### config.mk
export PLATFORM = sky130hd
export DESIGN_NAME = inst_buffer
export DESIGN_NICKNAME = d
export VERILOG_FILES = /design/src/source/isa_pkg.sv /design/src/source/pipe_pkg.sv /design/src/source/inst_buffer.sv
export VERILOG_INCLUDE_DIRS = /design/src /design/src/include
export SDC_FILE = /design/constraint.sdc
export NUM_CORES = 1
export LEC_CHECK = 0
export BUFFER_PORTS_ARGS = -buffer_cell sky130_fd_sc_hd__buf_2
export CAP_MARGIN = 0
export CORE_UTILIZATION = 29
export DETAILED_ROUTE_END_ITERATION = 7
export PLACE_DENSITY_LB_ADDON = 0.25
export SYNTH_ARGS = -nofsm -noshare
export SYNTH_HDL_FRONTEND = slang
export SYNTH_SLANG_ARGS = --single-unit
### constraint.sdc
create_clock -name clk -period 2.8 [get_ports clk]
set_input_delay 0.42 -clock clk [delete_from_list [all_inputs] [get_ports clk]]
set_output_delay 0.42 -clock clk [all_outputs]
set_load 0.05 [all_outputs]
### src/include/core_config.svh
`ifndef CORE_CONFIG_SVH
`define CORE_CONFIG_SVH

// datapath width and register count
`define CORE_XLEN        32
`define CORE_NREGS       32

// data memory depth in words
`define CORE_DMEM_WORDS  256

// credits on the input and retire links
`define CORE_IN_CREDITS  4
`define CORE_OUT_CREDITS 4

`endif
### src/source/isa_pkg.sv
package isa_pkg;

   // major opcodes the core understands
   typedef enum logic [6:0] {
      op_reg   = 7'b0110011,
      op_imm   = 7'b0010011,
      op_lui   = 7'b0110111,
      op_load  = 7'b0000011,
      op_store = 7'b0100011
   } opcode_e;

   typedef enum logic [3:0] {
      alu_add,
      alu_sub,
      alu_and,
      alu_or,
      alu_xor,
      alu_slt,
      alu_sltu,
      alu_sll,
      alu_srl,
      alu_sra,
      // lui passes the immediate through
      alu_pass_b
   } alu_op_e;

   // funct3 field values
   localparam logic [2:0] f3_add_sub = 3'b000;
   localparam logic [2:0] f3_sll     = 3'b001;
   localparam logic [2:0] f3_slt     = 3'b010;
   localparam logic [2:0] f3_sltu    = 3'b011;
   localparam logic [2:0] f3_xor     = 3'b100;
   localparam logic [2:0] f3_srl_sra = 3'b101;
   localparam logic [2:0] f3_or      = 3'b110;
   localparam logic [2:0] f3_and     = 3'b111;

   // lw and sw share this width code
   localparam logic [2:0] f3_word    = 3'b010;

   // funct7 field values
   localparam logic [6:0] f7_base    = 7'b0000000;
   localparam logic [6:0] f7_alt     = 7'b0100000;

endpackage

### src/source/pipe_pkg.sv
`include "core_config.svh"

package pipe_pkg;

   typedef logic [`CORE_XLEN-1:0]          word_t;
   typedef logic [$clog2(`CORE_NREGS)-1:0] reg_idx_t;

   // one word on the input link
   typedef struct packed {
      word_t pc;
      word_t instr;
   } fetch_word_t;

   // decode stage register
   typedef struct packed {
      logic              valid;
      word_t             pc;
      reg_idx_t          rd;
      reg_idx_t          rs1;
      reg_idx_t          rs2;
      word_t             rs1_val;
      word_t             rs2_val;
      word_t             imm;
      isa_pkg::alu_op_e  alu_op;
      logic              use_imm;
      logic              is_load;
      logic              is_store;
      logic              wen;
      logic              illegal;
   } dec_stage_t;

   // execute stage register, alu_res is the address for memory ops
   typedef struct packed {
      logic     valid;
      word_t    pc;
      reg_idx_t rd;
      word_t    alu_res;
      word_t    store_data;
      logic     is_load;
      logic     is_store;
      logic     wen;
      logic     illegal;
   } ex_stage_t;

   // retire record, also the write-back source
   typedef struct packed {
      logic     valid;
      word_t    pc;
      reg_idx_t rd;
      word_t    data;
      logic     wen;
      logic     is_store;
      logic     illegal;
   } retire_t;

endpackage

### src/source/inst_buffer.sv
`timescale 1ns/1ps
`include "core_config.svh"

module inst_buffer (
   input  logic                  clk,
   input  logic                  reset,
   input  logic                  in_valid_i,
   input  pipe_pkg::fetch_word_t in_word_i,
   input  logic                  take_i,
   output pipe_pkg::fetch_word_t head_o,
   output logic                  head_valid_o,
   output logic                  in_credit_o
);

   localparam int unsigned depth = `CORE_IN_CREDITS;
   localparam int unsigned ptr_w = (depth > 1) ? $clog2(depth) : 1;
   localparam int unsigned cnt_w = $clog2(depth + 1);

   pipe_pkg::fetch_word_t mem [depth];
   logic [ptr_w-1:0]      wr_ptr;
   logic [ptr_w-1:0]      rd_ptr;
   logic [cnt_w-1:0]      count;

   function automatic logic [ptr_w-1:0] next_ptr(input logic [ptr_w-1:0] ptr);
      if (ptr == ptr_w'(depth - 1)) begin
         return '0;
      end
      return ptr + 1'b1;
   endfunction

   // sender never exceeds its credits, so no full check
   always_ff @(posedge clk) begin
      if (in_valid_i) begin
         mem[wr_ptr] <= in_word_i;
      end
   end

   always_ff @(posedge clk) begin
      if (reset) begin
         wr_ptr      <= '0;
         rd_ptr      <= '0;
         count       <= '0;
         in_credit_o <= 1'b0;
      end else begin
         if (in_valid_i) begin
            wr_ptr <= next_ptr(wr_ptr);
         end
         if (take_i) begin
            rd_ptr <= next_ptr(rd_ptr);
         end
         if (in_valid_i && !take_i) begin
            count <= count + 1'b1;
         end else if (!in_valid_i && take_i) begin
            count <= count - 1'b1;
         end
         // one credit back per entry handed to decode
         in_credit_o <= take_i;
      end
   end

   assign head_o       = mem[rd_ptr];
   assign head_valid_o = (count != '0);

endmodule

=== Word level (Yosys, flattened, before mapping) ===
Memories as Yosys holds them, arrays and structs flattened. A register that Yosys moved wholly into a read port is not among the register bits.
Index checks and enable logic that the tools add are counted.

* Bits in registers: 8
* Bits in writable memories: 256
* Input port bits: 68
* Output and inout bits: 66
* Logic and storage cells: 33
* Memories kept: 1

{| class="wikitable"
|+ Memories
! name !! words !! width !! rd ports !! clocked after Yosys merged registers in !! wr ports !! RTL line !! text
|-
| mem || 4 || 64 || 1 || 1 || 1 || inst_buffer.sv:19 || <nowiki>pipe_pkg::fetch_word_t mem [depth];</nowiki>
|}

* Add/subtract/negate cells: 4
* Equal/unequal tests: 2
* Muxes and demuxes: 16
* Reductions and logical operators: 6

{| class="wikitable"
|+ Operators by type and width
! operator !! count
|-
| two-way mux 2 bit || 6
|-
| two-way mux 1 bit || 8
|-
| two-way mux 3 bit || 2
|-
| adder 2 x 1 -> 2 bit, second input constant || 2
|-
| equality test 2 bit, second input constant || 2
|-
| adder 3 x 1 -> 3 bit, second input constant || 1
|-
| nonzero test 3 bit || 1
|-
| subtractor 3 x 1 -> 3 bit, second input constant || 1
|-
| logical AND 1 bit || 2
|-
| logical NOT 1 bit || 2
|-
| nonzero test 2 bit || 1
|}

=== Longest topological paths before layout ===
* Depth after elaboration: 7
* Gate-level depth with buffers: 7
* Depth with buffers taken out: 7

=== Worst setup path before layout ===
Ideal clock, no wire load.

* Path type: reg-to-reg
* Start: reg wr_ptr[0]
* End: mem mem[3][0] (netlist name) (enable)
* Data arrival time: 2.054 ns
* Required time: 2.372 ns
* Path slack: 0.317 ns
* Stages on the path, launching flop included: 3
* Buffers on the path: 0
* Cells stage by stage: dfxtp_1 ha_1 and2_1

{| class="wikitable"
|+ RTL lines
! element !! RTL line !! text
|-
| start: declaration || inst_buffer.sv:20 || <nowiki>logic [ptr_w-1:0] wr_ptr;</nowiki>
|-
| start signal: assignment || inst_buffer.sv:46 || <nowiki>wr_ptr <= next_ptr(wr_ptr);</nowiki>
|-
| end: declaration || inst_buffer.sv:19 ||
|}

No word-level cell before the write port.

==> flow_summary.toml <==
[status]
outcome = "completed"

[logic_synthesis]
yosysWarnings = 0
ys_types = 20
syn_nets = 455
synthesis.instances = 380
synth_ff_type = "edfxtp_1"
synth_edf_count = 256
avgSynthCellArea_um2 = 25.7
ys_seq_area_share_pct = 80.7
syn_area_um2 = 9770
ys_ff_latch = 266
synthArstFlopShare_pct = 0

[setup_path]
arrival_ns = 2.03
end_kind = "primary output"
path_max_fanout = 8
crit_type = "reg -> out"
worstRegToRegCells = 3
timing.rr.start = "wr_ptr[0]"
cp-start-kind = "register"
r2r_setup_slack_ns = 1.08
required_ns = 2.38
r2r_end = "mem[3][54]"
critPathCapture = "head_o[7]"

[sta]
final.setup.tns_ns = 0
finalSetupViolCount = 0
fin_crit_sh_pct = 87.4
finalHoldViolations = 0
setup_slack_ns = 0.352
fin_hold_ws_ns = 0.0935
finalMaxSlewViolations = 0
slew_headroom_pct = 70.0
finClkSkew_ns = 0.00919
rsz0062_at_grt = "false"
period_minus_slack_ns = 2.45
max_freq_mhz = 409
tightest_slew_ns = 0.450

[power_and_ir_drop]
power.share.sequential_pct = 47.7
clock_power_share_pct = 40.2
total_power_mw = 9.64
leakage_nw = 4.06
p_per_area_nw_per_um2 = 801
peakVddDrop_uv = 393
pwr-share-comb_pct = 12.1
switching_share_pct = 24.2
p_sw_mw = 2.33
p_int_mw = 7.31

[global_route]
grt_pass1_vias = 4893
antenna_found_initial = 4
track_usage_pct = 11.5
grt_max_degree = 42
overflow = 0
grt_pass1_wl_um = 29400

[clocking]
cts_hold_buffers = 0
cts_buffers = 29
htree_num_levels = 1
root_buffer = "clkbuf_16"
clock-sinks = 266
clk_latency_ns = 0.54
cts_tree = "built"
path_clk_slew_ns = 0.06
clock_path_buffers = 3
cts_resized = 0

[placed_design]
place_ws_ns = 0.619
placed_area_um2 = 11000
place_inst = 948
hpwl_um = 11600
place_congestion = 0.667
port_buffers = 133

[cells_and_area]
area_delta_synth_final_pct = 23.2
fillers = 3088
final_core_util_pct = 36.6
nets = 619
instances_no_fill = 1010
drive_above_1_share_pct = 45.7
stdcell_area_um2 = 12000

[floorplan]
die_area_um2 = 34400
die_x_um = 186
core_um2 = 32900
io_pins = 134
initial_core_util_pct = 29.7
fp.dieH_um = 186
core.rowCount = 66

[detailed_routing]
routed_via_density = 4.39
post_drt_wl_per_cell_um = 19.2
vias = 4435
drtIter0Drc = 210
ant_nets = 0
drc = 0
wirelength_um = 19400
drtPass1Iterations = 4

[job]
maxCapViolCount = 0

[min_path]
hp-class = "in -> reg"
cell type report:
class	instances	area, um2	share of cell area, %
tap	442	553	4.59
inverter	4	15.0	0.125
antenna	1	2.50	0.0208
sequential	266	7900	65.6
clock buffer	40	817	6.78
clock inverter	14	173	1.43
timing repair buffer	148	878	7.29
multi-input combinational	95	1710	14.2
cell usage after synthesis, drive strengths merged (4+ instances only):
cell	number	area (um2)
mux2i	4	40.0
inv	4	15.0
edfxtp	256	7690
dfxtp	10	200
mux4	64	1460
nor2	8	30.0
ha	6	75.1
buf	13	161
and2	4	25.0
sequential cells by signal, indices dropped and copies added, names as in the netlist, named ones only:
name         count
mem            256
count            3
rd_ptr           2
wr_ptr           2
in_credit_o      1
what timing repair did:
| action | CTS | global route |
|---|---|---|
| endpoints found under the hold margin | 0 | 0 |
| endpoints found under the setup margin | 0 | 6 |
| setup buffers | 0 | 7 |
how the worst min path moves through the flow:
stage / startpoint / cells past startpoint / endpoint / slack [ns]
2_1_floorplan: count[2] / 2 / count[2] / 0.45
3_3_place_gp: count[2] / 2 / count[2] / 0.47
3_5_place_dp: count[2] / 2 / count[2] / 0.51
4_1_cts: in_word_i[56] / 1 / mem[1][56] / 0.06
5_1_grt: in_word_i[56] / 1 / mem[1][56] / 0.07
6_report: in_word_i[7] / 1 / mem[1][7] / 0.09
critical path, stage by stage, from the launching register on:
cell	delay, ns
dfxtp_4	0.40
buf_4	0.20
buf_4	0.17
mux4_2	0.49
buf_2	0.22
placed cells by master (no fill, tap or decap), types with 2 or more instances in the layout:
| master | count |
|---|---|
| ha_1 | 6 |
| mux4_1 | 4 |
| mux4_2 | 60 |
| bufinv_16 | 4 |
| and2_4 | 4 |
| xor2_1 | 2 |
| clkbuf_16 | 29 |
| edfxtp_1 | 256 |
| clkinv_1 | 3 |
| inv_1 | 4 |
| mux2i_1 | 4 |
| clkinv_2 | 5 |
| clkbuf_8 | 5 |
| buf_2 | 133 |
| a21oi_1 | 2 |
| nor2_1 | 8 |
| clkbuf_1 | 6 |
| dfxtp_1 | 8 |
| buf_4 | 7 |
| or3_1 | 2 |
| buf_12 | 8 |
| dfxtp_4 | 2 |
logic make-up (layout without fill, tap and decap cells):
group           count (synthesis)  count (layout)  share of synthesized area [%]
flops                         266             266                           80.7
mux                            68              68                           15.3
buf+inv                        19             206                           1.89
simple gates                   15              15                          0.768
fa+ha+maj                       7               7                          0.973
compound gates                  3               3                          0.154
xor+xnor                        2               2                          0.179
other cells                     0               1                              0
layer usage:
| layer | up-vias | routed length [um] | GRT usage [%] | share of wire [%] |
|---|---|---|---|---|
| li1 | 1958 | - | - | - |
| met1 | 2308 | 8220 | 14.7 | 42 |
| met2 | 117 | 9310 | 18.7 | 48 |
| met3 | 46 | 1320 | 3.60 | 6.8 |
| met4 | 6 | 484 | 3.38 | 2.5 |
| met5 | - | 40 | 0 | 0.21 |
power groups by stage:
stage               Sequential (mW)  Clock [mW]  Combinational [mW]
CTS                            4.61        3.99                1.17
global placement               4.69           0                1.15
global route                   4.62        4.15                1.24
finish                         4.60        3.87                1.17
detailed placement             4.70           0                1.17
floorplan                      4.68           0               0.857
Note: power is estimated with default switching activity, not from simulation.
