==> config.mk <==
export PLATFORM = sky130hd
export DESIGN_NAME = execute
export DESIGN_NICKNAME = d
export VERILOG_FILES = /design/src/source/isa_pkg.sv /design/src/source/pipe_pkg.sv /design/src/source/execute.sv
export VERILOG_INCLUDE_DIRS = /design/src /design/src/include
export SDC_FILE = /design/constraint.sdc
export NUM_CORES = 1
export LEC_CHECK = 0
export ABC_AREA = 1
export BUFFER_PORTS_ARGS = -buffer_cell sky130_fd_sc_hd__clkbuf_2
export CAP_MARGIN = 20
export CELL_PAD_IN_SITES_DETAIL_PLACEMENT = 2
export CELL_PAD_IN_SITES_GLOBAL_PLACEMENT = 2
export CORE_UTILIZATION = 32
export DETAILED_ROUTE_END_ITERATION = 10
export PLACE_DENSITY_LB_ADDON = 0.1
export SYNTH_ARGS = -nofsm -noshare
export SYNTH_HDL_FRONTEND = slang
export SYNTH_SLANG_ARGS = --single-unit
==> constraint.sdc <==
create_clock -name clk -period 9.1 [get_ports clk]
set_input_delay 0.91 -clock clk [delete_from_list [all_inputs] [get_ports clk]]
set_output_delay 0.91 -clock clk [all_outputs]
set_load 0.05 [all_outputs]
==> src/include/core_config.svh <==
`ifndef CORE_CONFIG_SVH
`define CORE_CONFIG_SVH

// datapath width and register count
`define CORE_XLEN        32
`define CORE_NREGS       32

// data memory depth in words
`define CORE_DMEM_WORDS  256

// credits on the input and retire links
`define CORE_IN_CREDITS  4
`define CORE_OUT_CREDITS 4

`endif
==> src/source/isa_pkg.sv <==
package isa_pkg;

   // major opcodes the core understands
   typedef enum logic [6:0] {
      op_reg   = 7'b0110011,
      op_imm   = 7'b0010011,
      op_lui   = 7'b0110111,
      op_load  = 7'b0000011,
      op_store = 7'b0100011
   } opcode_e;

   typedef enum logic [3:0] {
      alu_add,
      alu_sub,
      alu_and,
      alu_or,
      alu_xor,
      alu_slt,
      alu_sltu,
      alu_sll,
      alu_srl,
      alu_sra,
      // lui passes the immediate through
      alu_pass_b
   } alu_op_e;

   // funct3 field values
   localparam logic [2:0] f3_add_sub = 3'b000;
   localparam logic [2:0] f3_sll     = 3'b001;
   localparam logic [2:0] f3_slt     = 3'b010;
   localparam logic [2:0] f3_sltu    = 3'b011;
   localparam logic [2:0] f3_xor     = 3'b100;
   localparam logic [2:0] f3_srl_sra = 3'b101;
   localparam logic [2:0] f3_or      = 3'b110;
   localparam logic [2:0] f3_and     = 3'b111;

   // lw and sw share this width code
   localparam logic [2:0] f3_word    = 3'b010;

   // funct7 field values
   localparam logic [6:0] f7_base    = 7'b0000000;
   localparam logic [6:0] f7_alt     = 7'b0100000;

endpackage

==> src/source/pipe_pkg.sv <==
`include "core_config.svh"

package pipe_pkg;

   typedef logic [`CORE_XLEN-1:0]          word_t;
   typedef logic [$clog2(`CORE_NREGS)-1:0] reg_idx_t;

   // one word on the input link
   typedef struct packed {
      word_t pc;
      word_t instr;
   } fetch_word_t;

   // decode stage register
   typedef struct packed {
      logic              valid;
      word_t             pc;
      reg_idx_t          rd;
      reg_idx_t          rs1;
      reg_idx_t          rs2;
      word_t             rs1_val;
      word_t             rs2_val;
      word_t             imm;
      isa_pkg::alu_op_e  alu_op;
      logic              use_imm;
      logic              is_load;
      logic              is_store;
      logic              wen;
      logic              illegal;
   } dec_stage_t;

   // execute stage register, alu_res is the address for memory ops
   typedef struct packed {
      logic     valid;
      word_t    pc;
      reg_idx_t rd;
      word_t    alu_res;
      word_t    store_data;
      logic     is_load;
      logic     is_store;
      logic     wen;
      logic     illegal;
   } ex_stage_t;

   // retire record, also the write-back source
   typedef struct packed {
      logic     valid;
      word_t    pc;
      reg_idx_t rd;
      word_t    data;
      logic     wen;
      logic     is_store;
      logic     illegal;
   } retire_t;

endpackage

==> src/source/execute.sv <==
`timescale 1ns/1ps
`include "core_config.svh"

module execute (
   input  logic                 clk,
   input  logic                 reset,
   input  logic                 freeze_i,
   input  pipe_pkg::dec_stage_t dec_i,
   input  pipe_pkg::retire_t    wb_i,
   output pipe_pkg::ex_stage_t  ex_o
);

   localparam int unsigned shamt_w = $clog2(`CORE_XLEN);

   pipe_pkg::word_t op_a;
   pipe_pkg::word_t rs2_fwd;
   pipe_pkg::word_t op_b;
   pipe_pkg::word_t alu_res;

   // newest producer wins: own register, then write-back, then decode
   function automatic pipe_pkg::word_t fwd(input pipe_pkg::reg_idx_t rs,
                                           input pipe_pkg::word_t    dec_val);
      if (rs == '0) begin
         return dec_val;
      end
      if (ex_o.valid && ex_o.wen && (ex_o.rd == rs)) begin
         return ex_o.alu_res;
      end
      if (wb_i.valid && wb_i.wen && (wb_i.rd == rs)) begin
         return wb_i.data;
      end
      return dec_val;
   endfunction

   always_comb begin
      op_a    = fwd(dec_i.rs1, dec_i.rs1_val);
      rs2_fwd = fwd(dec_i.rs2, dec_i.rs2_val);
      op_b    = dec_i.use_imm ? dec_i.imm : rs2_fwd;
      case (dec_i.alu_op)
         isa_pkg::alu_sub:    alu_res = op_a - op_b;
         isa_pkg::alu_and:    alu_res = op_a & op_b;
         isa_pkg::alu_or:     alu_res = op_a | op_b;
         isa_pkg::alu_xor:    alu_res = op_a ^ op_b;
         isa_pkg::alu_slt:    alu_res = pipe_pkg::word_t'($signed(op_a) < $signed(op_b));
         isa_pkg::alu_sltu:   alu_res = pipe_pkg::word_t'(op_a < op_b);
         isa_pkg::alu_sll:    alu_res = op_a << op_b[shamt_w-1:0];
         isa_pkg::alu_srl:    alu_res = op_a >> op_b[shamt_w-1:0];
         isa_pkg::alu_sra:    alu_res = $signed(op_a) >>> op_b[shamt_w-1:0];
         isa_pkg::alu_pass_b: alu_res = op_b;
         // add, also load and store addresses
         default:             alu_res = op_a + op_b;
      endcase
   end

   always_ff @(posedge clk) begin
      if (reset) begin
         ex_o.valid <= 1'b0;
      end else if (!freeze_i) begin
         ex_o.valid      <= dec_i.valid;
         ex_o.pc         <= dec_i.pc;
         ex_o.rd         <= dec_i.rd;
         ex_o.alu_res    <= alu_res;
         ex_o.store_data <= rs2_fwd;
         ex_o.is_load    <= dec_i.is_load;
         ex_o.is_store   <= dec_i.is_store;
         ex_o.wen        <= dec_i.wen;
         ex_o.illegal    <= dec_i.illegal;
      end
   end

endmodule

Word-level counts from Yosys, hierarchy flattened
Cells that the tools add are included.
Cells by class
  add/sub/neg operators: 2
  order comparisons: 2
  equality and inequality tests: 14
  shifts and indexed selects: 3
  mux-type cells: 26
  bitwise gates (word level): 5
  reduce and logical (&&, ||, !) cells: 9
Operator list (number)
  two-way mux 32 bit: 13
  case mux 32 bit (10 select lines): 1
  < comparator 32 bit: 2
  adder 32 bit: 1
  bitwise AND 32 bit: 1
  bitwise OR 32 bit: 1
  << shifter 32 x 5 -> 32 bit: 1
  right shift 32 x 5 -> 32 bit: 1
  >>> shifter 32 x 5 -> 32 bit: 1
  subtractor 32 bit: 1
  bitwise XOR 32 bit: 1
  == test 5 bit: 4
  == test 4 x 3 -> 1 bit (second input constant): 4
  == test 4 bit (second input constant): 3
  two-way mux 1 bit: 12
  zero test 5 bit: 2
  == test 4 x 2 -> 1 bit (second input constant): 2
  logical AND 1 bit: 6
  == test 4 x 1 -> 1 bit (second input constant): 1
  inverter 1 bit: 2
  AND reduction 2 bit: 1
Storage, ports and cells
  register bits: 106
  output and inout port bits: 106
  logic and storage cells: 70

Longest topological paths before layout
  depth in word-level cells: 12
  depth in mapped cells: 32
  mapped depth without buffers: 30

Worst setup path after synthesis
Ideal clock, no wire load.
  path type: in2reg
  start: input reset
  end: register ex_o[0] (netlist bit) (enable)
  library setup time: 0.571 ns
  arrival: 5.287 ns
  required time: 8.529 ns
  setup slack: 3.242 ns
  stages on the path: 1
  path buffers: 0
  cell sequence: nor2_1
Between the ends
  cells in the longest elaborated chain, start to end: 2
Ends and longest elaborated chain
  from (decl): line execute.sv:6  | input logic reset,
  inverter 1 bit (no line)
  AND reduction 2 bit (no line)
  to (decl): line execute.sv:10  | output pipe_pkg::ex_stage_t ex_o
Every way passes these cells.
A chain may end at the register's enable or synchronous reset.

Worst setup path in the final report
  start: input dec_i[113] (netlist bit)
  end: register ex_o[61] (netlist bit) (data pin)
Between the ends
  cells in the longest elaborated chain, start to end: 10
  elaborated cells between the ends (all ways): 25
  classes of those cells: add/sub (2); eq/ne (2); shift (3); mux (12); bitwise (3); reduce/logical (3)
Ends and longest elaborated chain
  from (decl): line execute.sv:8  | input pipe_pkg::dec_stage_t dec_i,
  == test 5 bit: line execute.sv:29  | if (wb_i.valid && wb_i.wen && (wb_i.rd == rs)) begin
  logical AND 1 bit: line execute.sv:29
  two-way mux 1 bit (2 in series): line execute.sv:29
  two-way mux 1 bit: line execute.sv:26  | if (ex_o.valid && ex_o.wen && (ex_o.rd == rs)) begin
  two-way mux 32 bit: line execute.sv:32  | return dec_val;
  two-way mux 32 bit: line execute.sv:29
  two-way mux 32 bit (*): line execute.sv:26
  adder 32 bit, or another cell as far along: line execute.sv:51  | default: alu_res = op_a + op_b;
  case mux 32 bit (10 select lines) (*): line execute.sv:39  | case (dec_i.alu_op)
  via alu_res[25]: line execute.sv:18  | pipe_pkg::word_t alu_res;
The timed path passes the listed nets; every way through them passes the cells marked *. The select of a mux whose other input is x is not followed.

==> flow_summary_export.csv <==
group,metric,value,unit
cts,clk_latency,0.39,ns
synthesis,async_flop_share,0,%
cells_and_area,design_area,17100,sq um
die,ios,335,
synthesis,ys_top_cells_by_count,"nand2_1, nand3_1, inv_1",
synthesis,synth_seq_area_share,21.3,%
cts,cts_tree,"done",
worst_hold_path,holdPathEnd,"ex_o[105]$_SDFFE_PP0N_",
timing,fin_crit,6.66,ns
synthesis,syn-num-nets,2751,
die,dieWidth,218,um
setup_path,path_max_fanout,32,
job,maxCapViolCount,0,
synthesis,ys.flop_type,"edfxtp_1",
synthesis,syn_area,14900,sq um
setup_path,ff2ff_path_depth,25,
grt,grt_start_max_net_pins,58,
cells_and_area,top_register,"ex_o",
setup_path,crit_chain,"clkbuf_2 -> inv_2 -> nand2_1 -> nand2_1 -> nor2_1 -> nand3_2 -> nand2_4 -> nand2_4 -> clkinv_2 -> o21a_1 -> inv_1 -> ha_1 -> nor2_1 -> inv_1 -> nor4_1 -> o21ai_0 -> nand3_1 -> a21oi_1 -> o21ai_0 -> o211ai_1 -> a21oi_1 -> nand4_1",
cells_and_area,finalNetCount,2968,
cells_and_area,areaGrowthSynthToFinish,15.1,%
grt,antenna_found_initial,8,
worst_hold_path,hold_path_depth,2,
timing,worst_slew_pin_slew,1.25,ns
worst_hold_path,hold_path.class,"register to register",
drt,wl_per_cell,28.2,um
synthesis,synth-edff-count,105,
synthesis,synthTopCellsByArea,"edfxtp_1, nand2_1, nand3_1, ha_1, inv_1",
cts,cts_resized,0,
timing,fin_skew,0.0143,ns
timing,drv_slew,0,
timing,hold_viol,0,
drt,avgViaCountPerCell,5.82,
setup_path,worstReg2RegStart,"ex_o[70]$_DFFE_PP_",
grt,grt_pass1_vias,19305,
synthesis,synth_most_common_cell,"nand2_1",
power_and_ir_drop,ir_drop,0.102,mV
synthesis,yosysWarningCount,0,
timing,max_clock_freq,0.150,GHz
drt,vias,18903,
synthesis,syn_inst,2423,
outcome,status,"finished clean",
power_and_ir_drop,power.density,130,nW/um^2
cells_and_area,largest_register_ffs,106,
synthesis,synth_cell_type_count,55,
synthesis,ys_seq_elements,106,
synthesis,synth.top_cell.area_share,21.2,%
cts,clock_path_buffers,2,
placement,gp_congestion,0.987,
cts,hold_buffers,0,
die,core_region_area,45600,sq um
cts,cts-root-buf,"clkbuf_16",
drt,drt-initial-drc-count,1516,
placement,hpwlAfterDp,74900,um
drt,drt-total-wl,91600,um
setup_path,cp.required,9.16,ns
drt,first_pass_iters,5,
timing,fin_crit_sh,73.2,%
die,fp-row-count,78,
drt,drc,0,
cts,htree_levels,3,
cts,post_cts_buffers,0,
setup_path,cp-start-kind,"primary input",
die,dieArea,47400,sq um
cells_and_area,drive_gt1_share,17.1,%
grt,grt.total_usage,37.9,%
die,die_y,218,um
worst_hold_path,worstHoldStart,"ex_o[105]$_SDFFE_PP0N_",
synthesis,avgSynthCellArea,6.14,sq um
timing,rsz0062_at_grt,"no",
timing,setup_viol,0,
power_and_ir_drop,p_leak,8.57,nW
setup_path,critPathKind,"primary input to register",
setup_path,cpPeakStageDelay,0.63,ns
setup_path,slowest_stage,"o21a_1",
setup_path,r2r_end,"ex_o[58]$_DFFE_PP_",
setup_path,r2r_slack,2.74,ns
timing,final.setup.tns,0,ns
cts,clk_pin_slew,0.08,ns
drt,ant_nets,0,
placement,placed_area,16800,sq um
timing,slew_headroom,15.5,%
grt,grt_overflow,0,
setup_path,cp-end-kind,"register",
cells_and_area,largestRegisters,"ex_o: 106 flops",
cts,clock_sinks,106,
setup_path,worstPathArrival,6.71,ns
cts,numCtsBuffers,9,
placement,numPortBuffers,300,
synthesis,synth.largest_area_cell,"edfxtp_1",
grt,grt_pass1_wl,131000,um
die,start_util,32.6,%
critical path, delay by kind of cell:
family / cells / cell delay, ns
compound gates: 6 / 1.48
fa+ha+maj: 1 / 0.44
simple gates: 10 / 3.02
buf+inv: 5 / 0.80
per-stage QoR:
stage                     worst slack, ns  utilization (%)  instances  hold slack (ns)  power, mW
after floorplan                      3.24                -       2423            0.753       1.33
after global placement               2.38             36.8       3227            0.509       1.73
after detailed placement             2.29             36.8       3227            0.526       1.76
after CTS                            2.71             37.5       3243            0.547       2.20
after global routing                 2.30             37.6       3249            0.646       2.32
final                                2.44             37.6       3249            0.552       2.23
cells in the final DEF (no fill, tap or decap), types with 6 or more instances in the layout:
| cell type | count |
|---|---|
| nand2_1 | 576 |
| nand3_1 | 392 |
| clkbuf_2 | 300 |
| inv_1 | 254 |
| nor2_1 | 218 |
| o21ai_0 | 178 |
| a21oi_1 | 145 |
| edfxtp_1 | 105 |
| ha_1 | 97 |
| o211ai_1 | 36 |
| buf_4 | 33 |
| or2_2 | 30 |
| nor2_2 | 22 |
| nand4_1 | 20 |
| o21ai_1 | 20 |
| xor2_1 | 20 |
| a21boi_0 | 17 |
| inv_2 | 16 |
| nor3_1 | 16 |
| o22ai_1 | 12 |
| nand3_2 | 11 |
| o21a_1 | 11 |
| o21bai_1 | 9 |
| clkbuf_16 | 9 |
| o221ai_1 | 8 |
| o2111ai_1 | 7 |
| nor4_1 | 6 |
| a2111oi_0 | 6 |
per-layer routing:
| layer | track usage, % | part of all wire, % |
|---|---|---|
| met1 | 50.8 | 45 |
| met2 | 60.1 | 44 |
| met3 | 5.75 | 7.0 |
| met4 | 16.4 | 4.5 |
| met5 | 0 | 0.023 |
cell type report:
cell class / instances / area (sq um)
diodes: 4 / 10.0
clock buffers: 9 / 225
clock inverters: 7 / 87.6
fillers: 5760 / 28500
inverters: 275 / 1030
multi-input cells: 1913 / 10100
flip-flops and latches: 106 / 3170
well taps: 600 / 751
repair buffers: 335 / 1760
worst max path at each step:
stage	from	end	slack (ns)	cells past startpoint
after floorplan	reset	ex_o[0]$_DFFE_PP_	3.24	1
after global placement	dec_i[106]	ex_o[58]$_DFFE_PP_	2.38	26
after detailed placement	dec_i[113]	ex_o[54]$_DFFE_PP_	2.29	24
after CTS	dec_i[106]	ex_o[58]$_DFFE_PP_	2.71	26
after global routing	dec_i[113]	ex_o[61]$_DFFE_PP_	2.30	22
final	dec_i[113]	ex_o[61]$_DFFE_PP_	2.44	22
power breakdown:
part / internal (mW) / switching, mW / total (mW)
Clock: 0.222 / 0.223 / 0.444
Combinational: 0.299 / 0.873 / 1.17
Sequential: 0.583 / 0.0269 / 0.609
cells by family (layout without fill, tap and decap cells):
logic type,Yosys count,after routing,synth area share (%)
other,0,4,0
DFF,106,106,21.3
AOI/OAI and AO/OA,479,479,18.7
and+or+nand+nor,1313,1313,39.1
xor gates and xnor gates,21,21,1.24
muxes,1,1,0.0673
adders and majority gates,99,99,8.43
buffers and inverters,404,626,11.1
(Power assumes the default switching activity.)
