$ cat src/include/core_config.svh
`ifndef CORE_CONFIG_SVH
`define CORE_CONFIG_SVH

// datapath width and register count
`define CORE_XLEN        32
`define CORE_NREGS       32

// data memory depth in words
`define CORE_DMEM_WORDS  256

// credits on the input and retire links
`define CORE_IN_CREDITS  4
`define CORE_OUT_CREDITS 4

`endif
$ cat src/source/isa_pkg.sv
package isa_pkg;

   // major opcodes the core understands
   typedef enum logic [6:0] {
      op_reg   = 7'b0110011,
      op_imm   = 7'b0010011,
      op_lui   = 7'b0110111,
      op_load  = 7'b0000011,
      op_store = 7'b0100011
   } opcode_e;

   typedef enum logic [3:0] {
      alu_add,
      alu_sub,
      alu_and,
      alu_or,
      alu_xor,
      alu_slt,
      alu_sltu,
      alu_sll,
      alu_srl,
      alu_sra,
      // lui passes the immediate through
      alu_pass_b
   } alu_op_e;

   // funct3 field values
   localparam logic [2:0] f3_add_sub = 3'b000;
   localparam logic [2:0] f3_sll     = 3'b001;
   localparam logic [2:0] f3_slt     = 3'b010;
   localparam logic [2:0] f3_sltu    = 3'b011;
   localparam logic [2:0] f3_xor     = 3'b100;
   localparam logic [2:0] f3_srl_sra = 3'b101;
   localparam logic [2:0] f3_or      = 3'b110;
   localparam logic [2:0] f3_and     = 3'b111;

   // lw and sw share this width code
   localparam logic [2:0] f3_word    = 3'b010;

   // funct7 field values
   localparam logic [6:0] f7_base    = 7'b0000000;
   localparam logic [6:0] f7_alt     = 7'b0100000;

endpackage

$ cat src/source/pipe_pkg.sv
`include "core_config.svh"

package pipe_pkg;

   typedef logic [`CORE_XLEN-1:0]          word_t;
   typedef logic [$clog2(`CORE_NREGS)-1:0] reg_idx_t;

   // one word on the input link
   typedef struct packed {
      word_t pc;
      word_t instr;
   } fetch_word_t;

   // decode stage register
   typedef struct packed {
      logic              valid;
      word_t             pc;
      reg_idx_t          rd;
      reg_idx_t          rs1;
      reg_idx_t          rs2;
      word_t             rs1_val;
      word_t             rs2_val;
      word_t             imm;
      isa_pkg::alu_op_e  alu_op;
      logic              use_imm;
      logic              is_load;
      logic              is_store;
      logic              wen;
      logic              illegal;
   } dec_stage_t;

   // execute stage register, alu_res is the address for memory ops
   typedef struct packed {
      logic     valid;
      word_t    pc;
      reg_idx_t rd;
      word_t    alu_res;
      word_t    store_data;
      logic     is_load;
      logic     is_store;
      logic     wen;
      logic     illegal;
   } ex_stage_t;

   // retire record, also the write-back source
   typedef struct packed {
      logic     valid;
      word_t    pc;
      reg_idx_t rd;
      word_t    data;
      logic     wen;
      logic     is_store;
      logic     illegal;
   } retire_t;

endpackage

$ cat src/source/decode.sv
`timescale 1ns/1ps

module decode (
   input  logic                  clk,
   input  logic                  reset,
   input  logic                  freeze_i,
   input  pipe_pkg::fetch_word_t head_i,
   input  logic                  head_valid_i,
   input  pipe_pkg::word_t       rs1_val_i,
   input  pipe_pkg::word_t       rs2_val_i,
   output logic                  take_o,
   output pipe_pkg::reg_idx_t    rs1_o,
   output pipe_pkg::reg_idx_t    rs2_o,
   output pipe_pkg::dec_stage_t  dec_o
);

   pipe_pkg::word_t      instr;
   logic [2:0]           funct3;
   logic [6:0]           funct7;
   logic                 legal;
   logic                 uses_rs1;
   logic                 uses_rs2;
   logic                 stall;
   pipe_pkg::dec_stage_t dec_d;

   assign instr  = head_i.instr;
   assign funct3 = instr[14:12];
   assign funct7 = instr[31:25];
   assign rs1_o  = instr[19:15];
   assign rs2_o  = instr[24:20];

   function automatic isa_pkg::alu_op_e alu_sel(input logic [2:0] f3, input logic alt);
      case (f3)
         isa_pkg::f3_add_sub: return alt ? isa_pkg::alu_sub : isa_pkg::alu_add;
         isa_pkg::f3_sll:     return isa_pkg::alu_sll;
         isa_pkg::f3_slt:     return isa_pkg::alu_slt;
         isa_pkg::f3_sltu:    return isa_pkg::alu_sltu;
         isa_pkg::f3_xor:     return isa_pkg::alu_xor;
         isa_pkg::f3_srl_sra: return alt ? isa_pkg::alu_sra : isa_pkg::alu_srl;
         isa_pkg::f3_or:      return isa_pkg::alu_or;
         isa_pkg::f3_and:     return isa_pkg::alu_and;
         default:             return isa_pkg::alu_add;
      endcase
   endfunction

   always_comb begin
      dec_d         = '0;
      dec_d.valid   = 1'b1;
      dec_d.pc      = head_i.pc;
      dec_d.rd      = instr[11:7];
      dec_d.rs1     = rs1_o;
      dec_d.rs2     = rs2_o;
      dec_d.rs1_val = rs1_val_i;
      dec_d.rs2_val = rs2_val_i;
      dec_d.alu_op  = isa_pkg::alu_add;
      legal         = 1'b1;
      uses_rs1      = 1'b0;
      uses_rs2      = 1'b0;
      case (isa_pkg::opcode_e'(instr[6:0]))
         isa_pkg::op_reg: begin
            uses_rs1     = 1'b1;
            uses_rs2     = 1'b1;
            dec_d.wen    = 1'b1;
            dec_d.alu_op = alu_sel(funct3, funct7 == isa_pkg::f7_alt);
            // alt funct7 only for sub and sra
            legal = (funct7 == isa_pkg::f7_base) ||
                    ((funct7 == isa_pkg::f7_alt) &&
                     ((funct3 == isa_pkg::f3_add_sub) || (funct3 == isa_pkg::f3_srl_sra)));
         end
         isa_pkg::op_imm: begin
            uses_rs1      = 1'b1;
            dec_d.wen     = 1'b1;
            dec_d.use_imm = 1'b1;
            dec_d.imm     = {{20{instr[31]}}, instr[31:20]};
            dec_d.alu_op  = alu_sel(funct3,
                                    (funct3 == isa_pkg::f3_srl_sra) &&
                                    (funct7 == isa_pkg::f7_alt));
            // shift immediates constrain the upper bits
            if (funct3 == isa_pkg::f3_sll) begin
               legal = (funct7 == isa_pkg::f7_base);
            end else if (funct3 == isa_pkg::f3_srl_sra) begin
               legal = (funct7 == isa_pkg::f7_base) || (funct7 == isa_pkg::f7_alt);
            end
         end
         isa_pkg::op_lui: begin
            dec_d.wen     = 1'b1;
            dec_d.use_imm = 1'b1;
            dec_d.imm     = {instr[31:12], 12'b0};
            dec_d.alu_op  = isa_pkg::alu_pass_b;
         end
         isa_pkg::op_load: begin
            uses_rs1      = 1'b1;
            dec_d.wen     = 1'b1;
            dec_d.is_load = 1'b1;
            dec_d.use_imm = 1'b1;
            dec_d.imm     = {{20{instr[31]}}, instr[31:20]};
            legal         = (funct3 == isa_pkg::f3_word);
         end
         isa_pkg::op_store: begin
            uses_rs1       = 1'b1;
            uses_rs2       = 1'b1;
            dec_d.is_store = 1'b1;
            dec_d.use_imm  = 1'b1;
            dec_d.imm      = {{20{instr[31]}}, instr[31:25], instr[11:7]};
            legal          = (funct3 == isa_pkg::f3_word);
         end
         default: legal = 1'b0;
      endcase
      // unknown encodings retire with no side effects
      if (!legal) begin
         dec_d.illegal  = 1'b1;
         dec_d.wen      = 1'b0;
         dec_d.is_load  = 1'b0;
         dec_d.is_store = 1'b0;
      end
   end

   // load-use against the load sitting in the decode register
   assign stall = dec_o.valid && dec_o.is_load && (dec_o.rd != '0) &&
                  ((uses_rs1 && (rs1_o == dec_o.rd)) || (uses_rs2 && (rs2_o == dec_o.rd)));

   assign take_o = head_valid_i && !stall && !freeze_i;

   // a stall or an empty buffer sends a bubble
   always_ff @(posedge clk) begin
      if (reset) begin
         dec_o.valid <= 1'b0;
      end else if (!freeze_i) begin
         dec_o       <= dec_d;
         dec_o.valid <= take_o;
      end
   end

endmodule

$ cat config.mk
export PLATFORM = sky130hd
export DESIGN_NAME = decode
export DESIGN_NICKNAME = d
export VERILOG_FILES = /design/src/source/isa_pkg.sv /design/src/source/pipe_pkg.sv /design/src/source/decode.sv
export VERILOG_INCLUDE_DIRS = /design/src /design/src/include
export SDC_FILE = /design/constraint.sdc
export NUM_CORES = 1
export LEC_CHECK = 0
export BUFFER_PORTS_ARGS = -buffer_cell sky130_fd_sc_hd__buf_2
export CORE_MARGIN = 2
export CORE_UTILIZATION = 44
export CTS_CLUSTER_DIAMETER = 30
export DETAILED_ROUTE_END_ITERATION = 8
export PLACE_DENSITY = 0.83
export SLEW_MARGIN = 0
export SYNTH_ARGS = -nofsm -noshare
export SYNTH_HDL_FRONTEND = slang
export SYNTH_SLANG_ARGS = --single-unit
export TNS_END_PERCENT = 20
$ cat constraint.sdc
create_clock -name clk -period 11.4 [get_ports clk]
set_input_delay 2.28 -clock clk [delete_from_list [all_inputs] [get_ports clk]]
set_output_delay 2.28 -clock clk [all_outputs]
set_load 0.02 [all_outputs]
After elaboration in Yosys (flattened, before gate mapping):

Index checks and enable logic that the tools add are counted.

* multipliers: 0
* divide/modulo/power cells: 0
* magnitude comparators: 0
* reductions and logical operators: 25
* shift operators: 0
* add/sub/neg operators: 0
* bitwise gates (word level): 2
* eq/ne operators: 15
* muxes and demuxes: 18

Operators with widths (count)
* $pmux 32 s3: 1
* $pmux 4 s8: 2
* $eq 7x6->1 const B: 4
* $mux 1: 13
* $eq 3x3->1 const B: 4
* $pmux 4 s3: 1
* $reduce_or 4->1: 3
* $eq 5x5->1: 2
* $logic_and 1x1->1: 9
* $eq 7x2->1 const B: 1
* $eq 7x5->1 const B: 1
* $logic_not 7->1: 1
* $eq 3x2->1 const B: 2
* $reduce_or 2->1: 3
* $reduce_bool 5->1: 1
* $logic_or 1x1->1: 4
* $pmux 1 s4: 1
* $eq 3x1->1 const B: 1
* $logic_not 3->1: 1
* $logic_not 1->1: 2
* $not 1->1: 2
* $reduce_and 2->1: 1

* RAM bits: 0
* latch bits: 0
* memories: 0
* ROM bits: 0
* logic and storage cells: 74
* flip-flop bits (word level): 153

Logic depth before layout (Yosys ltp):

* depth in word-level cells: 9
* mapped depth: 5
* gate-level depth less buffers: 4

Least setup slack after synthesis:

Ideal clock, no wire load.

* path kind: input -> register
* start: in reset
* end: reg dec_o[0] (netlist bit), enable pin
* setup time: 0.668 ns
* arrival: 8.598 ns
* required time: 10.732 ns
* stages: 1
* buffers on the path: 0
* slack: 2.134 ns
* cell sequence: nor2_1

* word-level cells in the longest chain between the ends: 2

Ends and longest elaborated chain
* start, declared: line decode.sv:5 `input logic reset,`
* $not 1->1 (no source line)
* $reduce_and 2->1 (no source line)
* end, declared: line decode.sv:14 `output pipe_pkg::dec_stage_t dec_o`

Every way passes these cells.
A chain may end at the register's enable or synchronous reset.

Worst setup path in the final report:

* start: in head_i[3] (netlist bit)
* end: out take_o

* word-level cells in the longest chain between the ends: 9

Ends and longest elaborated chain
* start, declared: line decode.sv:7 `input pipe_pkg::fetch_word_t head_i,`
* $eq 7x6->1 (tied with other cells): line decode.sv:59 `case (isa_pkg::opcode_e'(instr[6:0]))`
* $reduce_or 4->1 (no source line) / $reduce_or 2->1 (equally long branches)
* $mux 1: line decode.sv:59
* $logic_and 1x1->1: line decode.sv:120 `((uses_rs1 && (rs1_o == dec_o.rd)) || (uses_rs2 && (rs2_o == dec_o.rd)));`
* $logic_or 1x1->1 (*): line decode.sv:120
* $logic_and 1x1->1 (*): line decode.sv:119 `assign stall = dec_o.valid && dec_o.is_load && (dec_o.rd != '0) &&`
* $logic_not 1->1 (*): line decode.sv:122 `assign take_o = head_valid_i && !stall && !freeze_i;`
* $logic_and 1x1->1 (*) (2 in a row): line decode.sv:122
* end, declared: line decode.sv:11 `output logic take_o,`

Mark *: on every way between the ends. The rest lies on a longest branch, timed or not.

==> flow_metrics.tcl <==
set metrics [dict create \
    cts_made_buffers 17 \
    vias 3720 \
    dp_slack_ps 5690 \
    path_cells "buf_2, nand4bb_4, nand2b_1, nor3_1, a21oi_1, buf_2" \
    grt.total_usage 0.217 \
    post_cts_buffers 0 \
    grt_pass1_vias 3673 \
    critPathLaunchType "input port" \
    tritoncts "yes" \
    tns_ps 0 \
    power_frac_clock 0.427 \
    reg_top3 "dec_o: 153 flops" \
    end_kind "output port" \
    p_per_area_mw_per_mm2 184 \
    syn2layout_area_growth_pct 41.3 \
    portBuffers 295 \
    coreArea_sq_mm 0.0120 \
    reg2reg_setup_slack_ps 9880 \
    final_nets 712 \
    seqPwrFrac 0.475 \
    swShare 0.224 \
    syn_inst 279 \
    synth_top_area_frac 0.844 \
    clkTransAtPathRegs_ps 60 \
    boundaryPins 296 \
    syn_avg_cell_area_sq_um 19.4 \
    tightestPinTransition_ps 884 \
    layout-drive-gt1-share 0.558 \
    ys_types 35 \
    dr.pass1.iters 4 \
    path_class "in -> out" \
    synth_edf_count 152 \
    finalInstanceArea_sq_mm 0.00764 \
    timing.rr.start "dec_o[116]" \
    largest_reg_flops 153 \
    grt_pass1_wl_microns 20700 \
    ys_seq_area_frac 0.848 \
    fin_ws_ps 5680 \
    detail-route-antenna-nets 0 \
    status "finished clean" \
    cts.sinks 153 \
    period_needed_ps 5720 \
    dp.cells 708 \
    dp_hpwl_microns 10700 \
    async_flop_share 0 \
    die-area_sq_mm 0.0132 \
    setup_viol 0 \
    hold_viol 0 \
    mostFrequentLayoutCells "buf_2 (295), edfxtp_1 (152), a21o_1 (20)" \
    slew_violations 0 \
    p_int_mw 1.09 \
    cts-root-buf "clkbuf_16" \
    cts_max_level 4 \
    synth_top_cell_by_area "edfxtp_1" \
    cap_viol_max_count 0 \
    fin_worst_skew_ps 2.02 \
    max_freq_ghz 0.175 \
    power_switching_mw 0.316 \
    hold_class "reg -> reg" \
    die_w_microns 115 \
    grt_max_degree 63 \
    grt_overflow_total 0 \
    r2r-end "dec_o[152]" \
    worst_ep_arrival_time_ps 3440 \
    p_total_mw 1.41 \
    synth_nets 411 \
    irDropWorstVdd_v 0.000115 \
    ys_warn_count 0 \
    holdCritStartpoint "dec_o[152]" \
    critPathSlowestCell "nand2b_1" \
    antenna_found_initial 3 \
    initial_core_util 0.450 \
    crit_path_max_incr_delay_ps 320 \
    cp.required_ps 9120 \
    crit_fanout 9 \
    gp_congestion 0.916 \
    slew_headroom 0.409 \
    rows 40 \
    min_path_cells 2 \
    holdBufCountCts 0 \
    r2r.worst_path.cells 4 \
    syn_area_sq_mm 0.00541 \
    rsz0062_at_grt "no" \
    layout.cells.non_filler 743 \
    yosys_most_used_dff "edfxtp_1" \
    final_common_cell "buf_2" \
    drc_errors 0 \
    worstSkewPairLatency_ps 410 \
    ys_ff_latch 153 \
    via_per_inst 5.01 \
    largest_register "dec_o" \
    clockBufferDepth 2 \
    synth_area_leaders "edfxtp_1 (84%), a21o_1 (2.8%), xnor2_1 (1.8%), buf_4 (1.7%), and2_1 (1.2%)" \
    drt_iter0_markers 361 \
    comb_power_share 0.098 \
    dpl_cell_area_sq_mm 0.00700 \
    critPathMostFrequentCell "buf_2" \
    wirelength_microns 14500 \
    fin_util 0.636 \
    whs_ps 620 \
    die_h_microns 115 \
    cts_resized 0 \
    wire_per_inst_microns 19.5 \
    finalCritPeriodShare 0.501 \
    p_leak_nw 3.24 \
    hold_path_end "dec_o[152]" \
]
[synth_stat cells, drive strengths merged (2+ instances only)]
master,n
xnor2,11
a21o,20
clkbuf,5
o21ai,2
buf,12
nand3,2
nor2,16
inv,2
edfxtp,152
nand2,5
nor3,4
nand2b,4
a21oi,6
o31ai,2
nand4,2
and2,10
nor2b,6
[power by group through the flow]
| stage | clock, mW | combinational [mW] | sequential, mW |
|---|---|---|---|
| finish | 0.602 | 0.138 | 0.670 |
| global route | 0.635 | 0.147 | 0.673 |
| CTS | 0.612 | 0.139 | 0.670 |
| detailed placement | 0 | 0.138 | 0.681 |
| global placement | 0 | 0.135 | 0.680 |
| floorplan | 0 | 0.0250 | 0.732 |
[worst max-delay path, delay by kind of cell]
kind | cells | cell delay (ps)
AO/OA/AOI/OAI | 1 | 90
AND/OR/NAND/NOR | 3 | 790
buffers and inverters | 2 | 270
[final cells by class]
cell class                      count  area, sq um
Tap cell                          147          184
Clock inverter                     12          196
Clock buffer                       20          437
Antenna cell                        3         7.51
Multi-Input combinational cell    107          719
Inverter                            2         7.51
Sequential cell                   153         4580
Fill cell                         852         4370
Timing Repair Buffer              299         1510
[worst max path at each step]
stage	start	endpoint	slack, ps
after detailed placement	head_i[3]	take_o	5690
final	head_i[3]	take_o	5680
after CTS	head_i[3]	take_o	5690
after floorplan	reset	dec_o[0]	2130
after global routing	head_i[3]	take_o	5590
after global placement	head_i[3]	take_o	5730
[logic make-up after synthesis]
group | count (synthesis) | share of synthesized area
DFF | 153 | 0.848
and+or+nand+nor | 58 | 0.0622
AOI/OAI and AO/OA | 36 | 0.0472
buffers and inverters | 19 | 0.0215
xor gates and xnor gates | 12 | 0.0194
muxes | 1 | 0.00185
[per-layer routing]
layer / GRT usage / routed length, microns / up-vias
met5: 0 / 7 / -
met4: 0.110 / 386 / 2
met3: 0.0738 / 1160 / 27
met2: 0.365 / 7670 / 210
met1: 0.247 / 5240 / 1810
li1: - / - / 1671
No activity file was read; power rests on OpenSTA's default activity.
